### config.mk
export PLATFORM = sky130hd
export DESIGN_NAME = spi_master
export DESIGN_NICKNAME = d
export VERILOG_FILES = /design/src/logic/spi_pkg.sv /design/src/logic/setting_reg.sv /design/src/logic/spi_engine.sv /design/src/logic/spi_master.sv /design/src/logic/spi_pad_stage.sv /design/src/logic/spi_regfile.sv
export VERILOG_INCLUDE_DIRS = /design/src /design/src/logic
export SDC_FILE = /design/constraint.sdc
export NUM_CORES = 1
export LEC_CHECK = 0
export ABC_AREA = 1
export BUFFER_PORTS_ARGS = -buffer_cell sky130_fd_sc_hd__buf_4
export CORE_ASPECT_RATIO = 1.5
export CORE_MARGIN = 10
export CORE_UTILIZATION = 54
export DETAILED_ROUTE_END_ITERATION = 10
export MAX_ROUTING_LAYER = met4
export PLACE_DENSITY_LB_ADDON = 0.12
export SLEW_MARGIN = 20
export SYNTH_ARGS = -nofsm -noshare
export SYNTH_HDL_FRONTEND = slang
export SYNTH_HIERARCHICAL = 1
export SYNTH_SLANG_ARGS = --single-unit
### constraint.sdc
create_clock -name clock -period 2.2 [get_ports clock]
set_input_delay 0 -clock clock [delete_from_list [all_inputs] [get_ports clock]]
set_output_delay 0 -clock clock [all_outputs]
set_load 0.03 [all_outputs]
### src/logic/spi_settings.svh
`ifndef SPI_SETTINGS_SVH
`define SPI_SETTINGS_SVH

// settings bus register map of four words from the base
`define SPI_BASE_ADDR 8'h00
// sclk divider giving a half period of divider+1 clocks
`define SPI_DIVIDER_ADDR (`SPI_BASE_ADDR + 8'd0)
// slave select, bit count and edges
`define SPI_CONFIG_ADDR (`SPI_BASE_ADDR + 8'd1)
// transmit word, a write starts a transaction
`define SPI_DATA_ADDR (`SPI_BASE_ADDR + 8'd2)
// shutdown bit
`define SPI_SHUTDOWN_ADDR (`SPI_BASE_ADDR + 8'd3)

// number of serial enables brought out (at most 24)
`define SPI_SEN_WIDTH 8

// pin levels between transactions
`define SPI_CLK_IDLE 1'b0
`define SPI_SEN_IDLE 24'hffffff

`endif

### src/logic/spi_pkg.sv
package spi_pkg;

    // configuration word as written on the settings bus
    // fields from the msb down are dataout edge, datain edge, bit count and slave select
    typedef struct packed {
        // 1 = output bit changes on the edge away from idle
        logic        dataout_edge;
        // 1 = input bit latched on the edge away from idle
        logic        datain_edge;
        // 1 through 32
        logic [5:0]  num_bits;
        // bit 0 selects slave 0
        logic [23:0] slave_select;
    } spi_config_t;

    // transaction sequencer states
    typedef enum logic [2:0] {
        // idle and waiting for a transmit write
        wait_trig = 3'd0,
        // enables asserted with sclk still idle
        pre_idle  = 3'd1,
        // first half of a bit with sclk at idle level
        clk_reg   = 3'd2,
        // second half of a bit with sclk inverted
        clk_inv   = 3'd3,
        // last bit done and enables still asserted
        post_idle = 3'd4,
        // enables released before ready returns
        idle_sen  = 3'd5
    } spi_state_t;

endpackage

### src/logic/setting_reg.sv
module setting_reg #(
    parameter logic [7:0] addr        = 8'd0,
    parameter type        payload_t   = logic [31:0],
    parameter payload_t   reset_value = '0
) (
    input  logic        clock,
    input  logic        reset,
    input  logic        set_stb,
    input  logic [7:0]  set_addr,
    input  logic [31:0] set_data,
    output payload_t    value,
    output logic        changed
);

    // payload width taken from the low end of the bus word
    localparam int payload_bits = $bits(payload_t);

    // address decode for this register
    logic hit;

    assign hit = set_stb && (set_addr == addr);

    always_ff @(posedge clock or posedge reset) begin
        if (reset) begin
            value   <= reset_value;
            changed <= 1'b0;
        end else begin
            // one cycle pulse right after the write
            changed <= hit;
            if (hit) begin
                value <= payload_t'(set_data[payload_bits-1:0]);
            end
        end
    end

endmodule

### src/logic/spi_engine.sv
`include "spi_settings.svh"

module spi_engine (
    input  logic                 clock,
    input  logic                 reset,
    input  logic [15:0]          divider,
    input  spi_pkg::spi_config_t spi_config,
    input  logic [31:0]          mosi_data,
    input  logic                 shutdown,
    input  logic                 trigger,
    input  logic                 miso_sync,
    output spi_pkg::spi_state_t  state,
    output logic                 sclk_next,
    output logic                 mosi_next,
    output logic                 ready,
    output logic [31:0]          readback,
    output logic                 readback_stb
);
    import spi_pkg::*;

    // divider counter ticking once per half bit
    logic [15:0] sclk_counter;
    logic [15:0] sclk_counter_next;
    logic        tick;

    // bits completed so far in this transaction
    logic [6:0]  bit_counter;
    logic [6:0]  bit_counter_next;
    logic        bit_counter_done;

    // mosi leaves the shift register at bit 31 and miso enters at bit 0
    logic [31:0] dataout_reg;
    logic [31:0] datain_reg;
    logic        in_shift;
    logic        out_shift;

    // set in wait_trig once a cycle has passed without a trigger
    logic        ready_reg;

    assign tick              = (sclk_counter == divider);
    assign sclk_counter_next = tick ? 16'd0 : sclk_counter + 16'd1;

    assign bit_counter_next = bit_counter + 7'd1;
    assign bit_counter_done = (bit_counter_next == {1'b0, spi_config.num_bits});

    // sample on the leading edge when datain_edge is away from idle,
    // otherwise on the trailing edge
    assign in_shift = tick && (
        (state == clk_reg && spi_config.datain_edge != `SPI_CLK_IDLE) ||
        (state == clk_inv && spi_config.datain_edge == `SPI_CLK_IDLE));

    // bit 31 is already on the pin for the first edge,
    // and nothing follows the last one
    assign out_shift = tick && (
        (state == clk_reg && spi_config.dataout_edge != `SPI_CLK_IDLE &&
         bit_counter != 7'd0) ||
        (state == clk_inv && spi_config.dataout_edge == `SPI_CLK_IDLE &&
         !bit_counter_done));

    assign mosi_next = dataout_reg[31];
    assign readback  = datain_reg;

    // triggers and shutdown both pull ready down in the same cycle
    assign ready = ready_reg && !trigger && !shutdown;

    // data path
    always_ff @(posedge clock or posedge reset) begin
        if (reset) begin
            dataout_reg <= 32'd0;
            datain_reg  <= 32'd0;
        end else begin
            // transmit word follows the register while idle
            if (state == wait_trig) begin
                dataout_reg <= mosi_data;
            end else if (out_shift) begin
                dataout_reg <= {dataout_reg[30:0], 1'b0};
            end
            if (in_shift) begin
                datain_reg <= {datain_reg[30:0], miso_sync};
            end
        end
    end

    // sequencer
    always_ff @(posedge clock or posedge reset) begin
        if (reset) begin
            state        <= wait_trig;
            sclk_next    <= `SPI_CLK_IDLE;
            ready_reg    <= 1'b0;
            readback_stb <= 1'b0;
            sclk_counter <= 16'd0;
            bit_counter  <= 7'd0;
        end else begin
            readback_stb <= 1'b0;
            ready_reg    <= 1'b0;
            case (state)
                wait_trig: begin
                    ready_reg    <= !trigger;
                    sclk_counter <= 16'd0;
                    bit_counter  <= 7'd0;
                    sclk_next    <= `SPI_CLK_IDLE;
                    // writes seen while ready was low are not queued
                    if (trigger && !shutdown && ready_reg) begin
                        state <= pre_idle;
                    end
                end
                pre_idle: begin
                    sclk_counter <= sclk_counter_next;
                    sclk_next    <= `SPI_CLK_IDLE;
                    if (tick) begin
                        state <= clk_reg;
                    end
                end
                clk_reg: begin
                    sclk_counter <= sclk_counter_next;
                    if (tick) begin
                        state     <= clk_inv;
                        sclk_next <= ~`SPI_CLK_IDLE;
                    end
                end
                clk_inv: begin
                    sclk_counter <= sclk_counter_next;
                    if (tick) begin
                        state       <= bit_counter_done ? post_idle : clk_reg;
                        bit_counter <= bit_counter_next;
                        sclk_next   <= `SPI_CLK_IDLE;
                    end
                end
                post_idle: begin
                    sclk_counter <= sclk_counter_next;
                    sclk_next    <= `SPI_CLK_IDLE;
                    if (tick) begin
                        state <= idle_sen;
                    end
                end
                idle_sen: begin
                    sclk_counter <= sclk_counter_next;
                    sclk_next    <= `SPI_CLK_IDLE;
                    // enables are idle and readback is final
                    if (tick) begin
                        readback_stb <= 1'b1;
                        state        <= wait_trig;
                    end
                end
                default: begin
                    state <= wait_trig;
                end
            endcase
        end
    end

endmodule

### src/logic/spi_master.sv
`include "spi_settings.svh"

module spi_master (
    input  logic                      clock,
    input  logic                      reset,
    input  logic                      set_stb,
    input  logic [7:0]                set_addr,
    input  logic [31:0]               set_data,
    input  logic                      miso,
    output logic [31:0]               readback,
    output logic                      readback_stb,
    output logic                      ready,
    output logic [`SPI_SEN_WIDTH-1:0] sen,
    output logic                      sclk,
    output logic                      mosi
);
    import spi_pkg::*;

    // decode stage to engine
    logic [15:0] divider;
    spi_config_t spi_config;
    logic [31:0] mosi_data;
    logic        shutdown;
    logic        trigger;

    // engine to pad stage and back
    spi_state_t  state;
    logic        sclk_next;
    logic        mosi_next;
    logic        miso_sync;

    spi_regfile regfile_i (
        .clock      (clock),
        .reset      (reset),
        .set_stb    (set_stb),
        .set_addr   (set_addr),
        .set_data   (set_data),
        .divider    (divider),
        .spi_config (spi_config),
        .mosi_data  (mosi_data),
        .shutdown   (shutdown),
        .trigger    (trigger)
    );

    spi_engine engine_i (
        .clock        (clock),
        .reset        (reset),
        .divider      (divider),
        .spi_config   (spi_config),
        .mosi_data    (mosi_data),
        .shutdown     (shutdown),
        .trigger      (trigger),
        .miso_sync    (miso_sync),
        .state        (state),
        .sclk_next    (sclk_next),
        .mosi_next    (mosi_next),
        .ready        (ready),
        .readback     (readback),
        .readback_stb (readback_stb)
    );

    spi_pad_stage pad_i (
        .clock        (clock),
        .reset        (reset),
        .state        (state),
        .slave_select (spi_config.slave_select),
        .sclk_next    (sclk_next),
        .mosi_next    (mosi_next),
        .miso         (miso),
        .sen          (sen),
        .sclk         (sclk),
        .mosi         (mosi),
        .miso_sync    (miso_sync)
    );

endmodule

### src/logic/spi_pad_stage.sv
`include "spi_settings.svh"

module spi_pad_stage (
    input  logic                      clock,
    input  logic                      reset,
    input  spi_pkg::spi_state_t       state,
    input  logic [23:0]               slave_select,
    input  logic                      sclk_next,
    input  logic                      mosi_next,
    input  logic                      miso,
    output logic [`SPI_SEN_WIDTH-1:0] sen,
    output logic                      sclk,
    output logic                      mosi,
    output logic                      miso_sync
);
    import spi_pkg::*;

    // idle pattern of all 24 enables
    localparam logic [23:0] sen_idle = `SPI_SEN_IDLE;

    logic        sen_is_idle;
    logic [23:0] sen_full;
    // first flop behind the miso pad
    logic        miso_meta;

    // enables released while waiting and in the last idle phase
    assign sen_is_idle = (state == wait_trig) || (state == idle_sen);
    assign sen_full    = sen_is_idle ? sen_idle : (sen_idle ^ slave_select);

    always_ff @(posedge clock or posedge reset) begin
        if (reset) begin
            sen  <= sen_idle[`SPI_SEN_WIDTH-1:0];
            sclk <= `SPI_CLK_IDLE;
        end else begin
            sen  <= sen_full[`SPI_SEN_WIDTH-1:0];
            sclk <= sclk_next;
        end
    end

    // pad registers on the data pins
    always_ff @(posedge clock or posedge reset) begin
        if (reset) begin
            mosi      <= 1'b0;
            miso_meta <= 1'b0;
            miso_sync <= 1'b0;
        end else begin
            mosi      <= mosi_next;
            miso_meta <= miso;
            miso_sync <= miso_meta;
        end
    end

endmodule

### src/logic/spi_regfile.sv
`include "spi_settings.svh"

module spi_regfile (
    input  logic                 clock,
    input  logic                 reset,
    input  logic                 set_stb,
    input  logic [7:0]           set_addr,
    input  logic [31:0]          set_data,
    output logic [15:0]          divider,
    output spi_pkg::spi_config_t spi_config,
    output logic [31:0]          mosi_data,
    output logic                 shutdown,
    output logic                 trigger
);
    import spi_pkg::*;

    // sclk divider
    setting_reg #(
        .addr        (`SPI_DIVIDER_ADDR),
        .payload_t   (logic [15:0]),
        .reset_value (16'd0)
    ) divider_reg (
        .clock    (clock),
        .reset    (reset),
        .set_stb  (set_stb),
        .set_addr (set_addr),
        .set_data (set_data),
        .value    (divider),
        .changed  ()
    );

    // slave select, bit count and edge selection
    setting_reg #(
        .addr        (`SPI_CONFIG_ADDR),
        .payload_t   (spi_config_t),
        .reset_value ('0)
    ) config_reg (
        .clock    (clock),
        .reset    (reset),
        .set_stb  (set_stb),
        .set_addr (set_addr),
        .set_data (set_data),
        .value    (spi_config),
        .changed  ()
    );

    // the write pulse of the transmit word starts the engine
    setting_reg #(
        .addr        (`SPI_DATA_ADDR),
        .payload_t   (logic [31:0]),
        .reset_value (32'd0)
    ) data_reg (
        .clock    (clock),
        .reset    (reset),
        .set_stb  (set_stb),
        .set_addr (set_addr),
        .set_data (set_data),
        .value    (mosi_data),
        .changed  (trigger)
    );

    // shutdown comes up cleared so the core runs after reset
    setting_reg #(
        .addr        (`SPI_SHUTDOWN_ADDR),
        .payload_t   (logic),
        .reset_value (1'b0)
    ) shutdown_reg (
        .clock    (clock),
        .reset    (reset),
        .set_stb  (set_stb),
        .set_addr (set_addr),
        .set_data (set_data),
        .value    (shutdown),
        .changed  ()
    );

endmodule

Yosys cells after proc, flatten, opt, wreduce, memory -nomap -nowiden --
Cells that the tools add are included.
Word-level totals: register bits after elaboration 171, latch bits 0, bits in writable memories 0, memory bits (read-only) 0, bits of input ports 44, output and inout port bits 44, logic and storage cells 97, memories kept 0
Operators by class: $add $sub $neg 2, multiply operators 0, div/mod/pow operators 0, order comparisons 0, eq/ne operators 16, shifts and indexed selects 0, muxes and demuxes 21, bitwise logic cells 3, reduce and logical (&&, ||, !) cells 34
Operator list (count):
- 32-bit two-way mux | 2
- 16-bit case mux with 2 select lines | 1
- 3-bit two-way mux | 7
- 3-bit case mux with 6 select lines | 1
- 16-bit by 1-bit adder with 16-bit output (second input constant) | 1
- 16-bit equality test | 1
- 8-bit by 2-bit equality test with 1-bit output (second input constant) | 2
- 1-bit logical AND | 16
- 16-bit two-way mux | 1
- 7-bit case mux with 2 select lines | 1
- 2-bit by 1-bit != test with 1-bit output (second input constant) | 5
- 8-bit by 1-bit equality test with 1-bit output (second input constant) | 1
- 8-bit zero test | 1
- 8-bit two-way mux | 1
- 8-bit inverter | 1
- 7-bit by 1-bit adder with 7-bit output (second input constant) | 1
- 7-bit by 6-bit equality test with 1-bit output | 1
- 7-bit two-way mux | 1
- 7-bit nonzero test | 1
- 3-bit by 2-bit equality test with 1-bit output (second input constant) | 2
- 3-bit equality test (second input constant) | 2
- 6-bit AND reduction | 1
- 2-bit nonzero test | 3
- 1-bit two-way mux | 5
- 12 further kinds | 17

Longest topological paths before layout --
word-level depth 8, mapped depth 16, mapped depth without buffers 15

By module --
Netlist, hierarchy kept.
By module, submodules not included:
- spi_engine | instances 1, cells an instance 644, area an instance 5024.8 µm², sequential area each 2327.2 µm²
- setting_reg at regfile_i.config_reg ... | instances 2, cells an instance 148, area an instance 1341.3 µm², sequential area each 825.8 µm²
- setting_reg at regfile_i.divider_reg | instances 1, cells an instance 99, area an instance 899.6 µm², sequential area each 425.4 µm²
- spi_pad_stage | instances 1, cells an instance 26, area an instance 384.1 µm², sequential area each 310.3 µm²
- setting_reg at regfile_i.shutdown_reg | instances 1, cells an instance 20, area an instance 132.6 µm², sequential area each 50.0 µm²

Worst setup path after synthesis --
No wires, ideal clock.
path kind reg-to-reg, start point register engine_i.bit_counter[0], end point register engine_i.dataout_reg[30], library setup time 0.117 ns, arrival 1.772 ns, data required time 2.083 ns, slack 0.311 ns, stages on the path, launching flop included 15, buffers on the path 1, clock period less this slack 1.889 ns, cell sequence dfrtp_1 inv_1 ha_1 xor2_1 nor2_1 nand3_1 nor2_1 nand2_1 nand2_1 nand2_2 nand2_4 nand2_4 buf_6 nand2_1 nand2_1
On the way: longest elaborated chain between the ends 7, elaborated cells between the ends (all ways) 9, those cells by class add/sub: 1; eq/ne: 1; reduce/logical: 7
Ends and longest elaborated chain:
- from (decl) | RTL line spi_engine.sv:27 | logic [6:0] bit_counter;
- from (signal assigned) | RTL line spi_engine.sv:125 | bit_counter <= bit_counter_next;
- 7-bit by 1-bit adder with 7-bit output | RTL line spi_engine.sv:43 | assign bit_counter_next = bit_counter + 7'd1;
- 7-bit by 6-bit equality test with 1-bit output | RTL line spi_engine.sv:44 | assign bit_counter_done = (bit_counter_next == {1'b0, spi_config.num_bits});
- 1-bit zero test | RTL line spi_engine.sv:58 | !bit_counter_done));
- 1-bit logical AND | RTL line spi_engine.sv:57 | (state == clk_inv && spi_config.dataout_edge == `SPI_CLK_IDLE &&
- 1-bit logical OR (*) | RTL line spi_engine.sv:55 | (state == clk_reg && spi_config.dataout_edge != `SPI_CLK_IDLE &&
- 1-bit logical AND (*) | RTL line spi_engine.sv:54 | assign out_shift = tick && (
- 2-bit nonzero test (no line) (*)
- to (signal assigned) | RTL line spi_engine.sv:74 | dataout_reg <= mosi_data;
- to (signal assigned) | RTL line spi_engine.sv:76 | dataout_reg <= {dataout_reg[30:0], 1'b0};
- to (decl) | RTL line spi_engine.sv:32 | logic [31:0] dataout_reg;
Mark *: on every way between the ends. The rest lies on a longest branch, timed or not. A chain may end at the register's enable or synchronous reset.

Worst setup path in the final report --
start point register engine_i.sclk_counter[4], end point register engine_i.datain_reg[27] (netlist: engine_i/readback[27])
On the way: longest elaborated chain between the ends 2
Ends and longest elaborated chain:
- from (decl) | RTL line spi_engine.sv:22 | logic [15:0] sclk_counter;
- from (signal assigned) | RTL line spi_engine.sv:108 | sclk_counter <= sclk_counter_next;
- from (signal assigned) | RTL line spi_engine.sv:115 | sclk_counter <= sclk_counter_next;
- from (signal assigned) | RTL line spi_engine.sv:122 | sclk_counter <= sclk_counter_next;
- 16-bit equality test | RTL line spi_engine.sv:40 | assign tick = (sclk_counter == divider);
- 1-bit logical AND | RTL line spi_engine.sv:48 | assign in_shift = tick && (
- to (signal assigned) | RTL line spi_engine.sv:79 | datain_reg <= {datain_reg[30:0], miso_sync};
- to (decl) | RTL line spi_engine.sv:33 | logic [31:0] datain_reg;
Every way passes these cells.

==> reports/qor.log <==
INFO  outcome        status=completed
INFO  cts            clk_transition_reported_paths=0.07ns
INFO  worst_setup_path crit_family=simple AND/OR/NAND/NOR gates
INFO  timing         fin_crit_sh=0.916
INFO  synthesis      syn_area=8440um2
INFO  placed_design  buffer_ports.inserted=87
INFO  global_routing number_of_global_route_vias_before_repair=6667
INFO  global_routing track_usage=0.189
INFO  power          total_leakage_power=5.22nW
INFO  die            die_h=173um
INFO  finish         fin_nets=1181
INFO  drt            number_of_search_and_repair_iterations_in_the_first_detailed_routing_pass=5
INFO  drt            drt-total-wl=19200um
INFO  timing         grt_setup_unrepaired=yes
INFO  timing         final-setup-viol-count=0
INFO  cts            clock_latency=0.42ns
INFO  synthesis      post_synth_inst_count=1015
INFO  hold_path      min_path_type=in2reg
INFO  timing         fin_worst_skew=0.0104ns
INFO  global_routing grt_start_max_net_pins=85
INFO  timing         maxClockFrequency=496MHz
INFO  placed_design  place_hpwl=13100um
INFO  worst_setup_path timing.critical_path.slowest_stage_cell=sky130_fd_sc_hd__dfrtp_1
INFO  timing         final.setup.worst_slack=0.184ns
INFO  worst_setup_path cp.required=2.51ns
INFO  finish         multi_input_comb_area=3410um2
INFO  die            coreArea=15200um2
INFO  power          comb_power_share=0.169
INFO  placed_design  post-place-ws=0.158ns
INFO  drt            route.vias.total=6830
INFO  drt            route.detailed.wl_per_inst=14.2um
INFO  worst_setup_path cp-start-kind=flop
INFO  die            count_of_standard_cell_rows=55
INFO  worst_setup_path worst_ep_arrival_time=2.32ns
INFO  timing         max_slew_violation_total_from_the_final_report=0
INFO  placed_design  globalplace.congestion=0.853
INFO  worst_setup_path r2r-end=engine_i/readback[27]
INFO  worst_setup_path setup.worst_path.end_class=flop
INFO  cts            tritoncts=built
INFO  finish         seq_area=4290um2
INFO  hold_path      worstHoldPathCells=6
INFO  timing         max_slew_margin=0.574
INFO  drt            drt_iter0_drc=455
INFO  synthesis      postSynthAreaPerCell=8.31um2
INFO  global_routing initial_antenna_violation_count=0
INFO  worst_setup_path worst_r2r_path_depth=8
INFO  timing         timing.hold.ws=0.0175ns
INFO  finish         diodes=0
INFO  power          design_power_total=0.00772W
INFO  drt            viasPerCell=5.07
INFO  worst_setup_path worst-r2r-setup-slack=0.18ns
INFO  worst_setup_path slowest_delay=0.44ns
INFO  timing         final_tns_setup=0ns
INFO  hold_path      worstHoldEndpoint=regfile_i/shutdown_reg/value
INFO  cts            cts_sinks=171
INFO  global_routing grt_first_pass_wirelength=32400um
INFO  synthesis      synth.net_count=1062
INFO  job            maxCapViolations=0
INFO  finish         drive_gt1_frac=0.196
INFO  synthesis      yosysWarnings=6
INFO  global_routing overflow=0
INFO  die            initial_util=0.555
INFO  worst_setup_path critical_path_peak_fanout=48
INFO  drt            ant_nets=0
INFO  drt            remaining_drc_errors=0
INFO  finish         layout.filler_cells=1288
INFO  cts            ctsLongestPathBuffers=2
INFO  power          netSwitchingFraction=0.297
INFO  power          p_switching=0.00229W
INFO  power          cellPowerDensity=759nW/um2
INFO  finish         area_growth=20.5%
INFO  timing         max_slew.worst_pin.slew=0.639ns
INFO  die            die_area=21100um2
INFO  timing         hold_viol=0
INFO  worst_setup_path timing.rr.start=engine_i/sclk_counter[4]
INFO  hold_path      timing.hold.worst.start=set_stb
INFO  worst_setup_path path_cells=xnor2_1 > nand4_1 > nor3_1 > nand2_2 > or2_2 > buf_12 > nand2_1 > o21ai_2
INFO  power          sequential_power_share=0.458
INFO  cts            cts_inserted_buffers=17
INFO  power          power.clock.fraction=0.372
INFO  timing         final.min_clock_period=2.02ns
INFO  cts            clk_tree_root_cell=sky130_fd_sc_hd__clkbuf_16
INFO  power          vdd_drop_max=0.461mV
INFO  die            io_pins=88
INFO  die            die_w=122um
INFO  power          internal_power=0.00542W
INFO  worst_setup_path timing.critical_path.buf_inv=1
INFO  worst_setup_path setup.worst_path.class=reg2reg
INFO  cts            cts-htree-levels=4
## power by group through the flow
stage	logic [W]	clock network [W]	registers [W]
after floorplan	0.000909	0	0.00357
after detailed placement	0.00124	0	0.00359
after CTS	0.00131	0.00293	0.00354
final	0.00131	0.00287	0.00354
after global placement	0.00122	0	0.00359
after global routing	0.00147	0.00308	0.00356
## worst max path at each step
stage | from | slack (ns) | depth (start not counted) | endpoint
floorplan | engine_i/bit_counter[0] | 0.31 | 14 | engine_i/dataout_reg[30]
global placement | engine_i/bit_counter[1] | 0.18 | 13 | engine_i/dataout_reg[23]
detailed placement | engine_i/bit_counter[1] | 0.16 | 13 | engine_i/dataout_reg[19]
CTS | engine_i/bit_counter[1] | 0.13 | 13 | engine_i/dataout_reg[6]
global route | engine_i/bit_counter[1] | -0.01 | 13 | engine_i/dataout_reg[7]
finish | engine_i/sclk_counter[4] | 0.18 | 8 | engine_i/readback[27]
## metal layers
metal | GRT usage | up-vias | share of wire | wire (um)
met4 | 0.0552 | 0 | 0.013 | 251
li1 | - | 3444 | - | -
met2 | 0.302 | 144 | 0.50 | 9660
met1 | 0.237 | 3225 | 0.43 | 8300
met5 | - | - | 0 | 0
met3 | 0.0391 | 17 | 0.049 | 940
## placed cells by master, fill, tap and decap left out, types with 5 or more instances in the layout
master,count
sky130_fd_sc_hd__nand4_1,12
sky130_fd_sc_hd__dfstp_2,8
sky130_fd_sc_hd__o21bai_1,8
sky130_fd_sc_hd__nor2_2,10
sky130_fd_sc_hd__nand2_2,10
sky130_fd_sc_hd__xnor2_1,15
sky130_fd_sc_hd__o21ai_2,32
sky130_fd_sc_hd__dfrtp_1,163
sky130_fd_sc_hd__nand3_1,140
sky130_fd_sc_hd__nand2_1,369
sky130_fd_sc_hd__o22ai_1,5
sky130_fd_sc_hd__clkbuf_16,17
sky130_fd_sc_hd__nor2_1,23
sky130_fd_sc_hd__o21ai_0,23
sky130_fd_sc_hd__inv_1,100
sky130_fd_sc_hd__o21bai_2,10
sky130_fd_sc_hd__buf_4,102
sky130_fd_sc_hd__xor2_1,8
sky130_fd_sc_hd__dlygate4sd3_1,42
## stage by stage
stage	cells	utilization	instance area [um2]
final	1346	0.669	10200
after global routing	1346	0.669	10200
after CTS	1346	0.668	10200
after detailed placement	1272	0.603	9170
after global placement	1272	0.603	9170
after floorplan	1015	-	8440
## repair_timing
action,CTS,global route
hold buffers,42,0
setup endpoints to repair,0,32
gates resized for setup,0,2
hold endpoints to repair,237,0
setup buffers,0,0
## worst min-delay path, delay by kind of cell
kind	cells	cell delay, ns
AOI/OAI and AO/OA	1	0.07
buffers and inverters	2	0.17
and+or+nand+nor	3	0.16
## layout make-up
type / instances / share of cell area
clock buffer: 19 / 0.0436
sequential: 171 / 0.422
tap: 199 / 0.0245
inverter: 105 / 0.0391
timing repair buffer: 148 / 0.124
clock inverter: 13 / 0.0117
multi-input combinational: 691 / 0.336
Note: power is estimated with default switching activity, not from simulation.
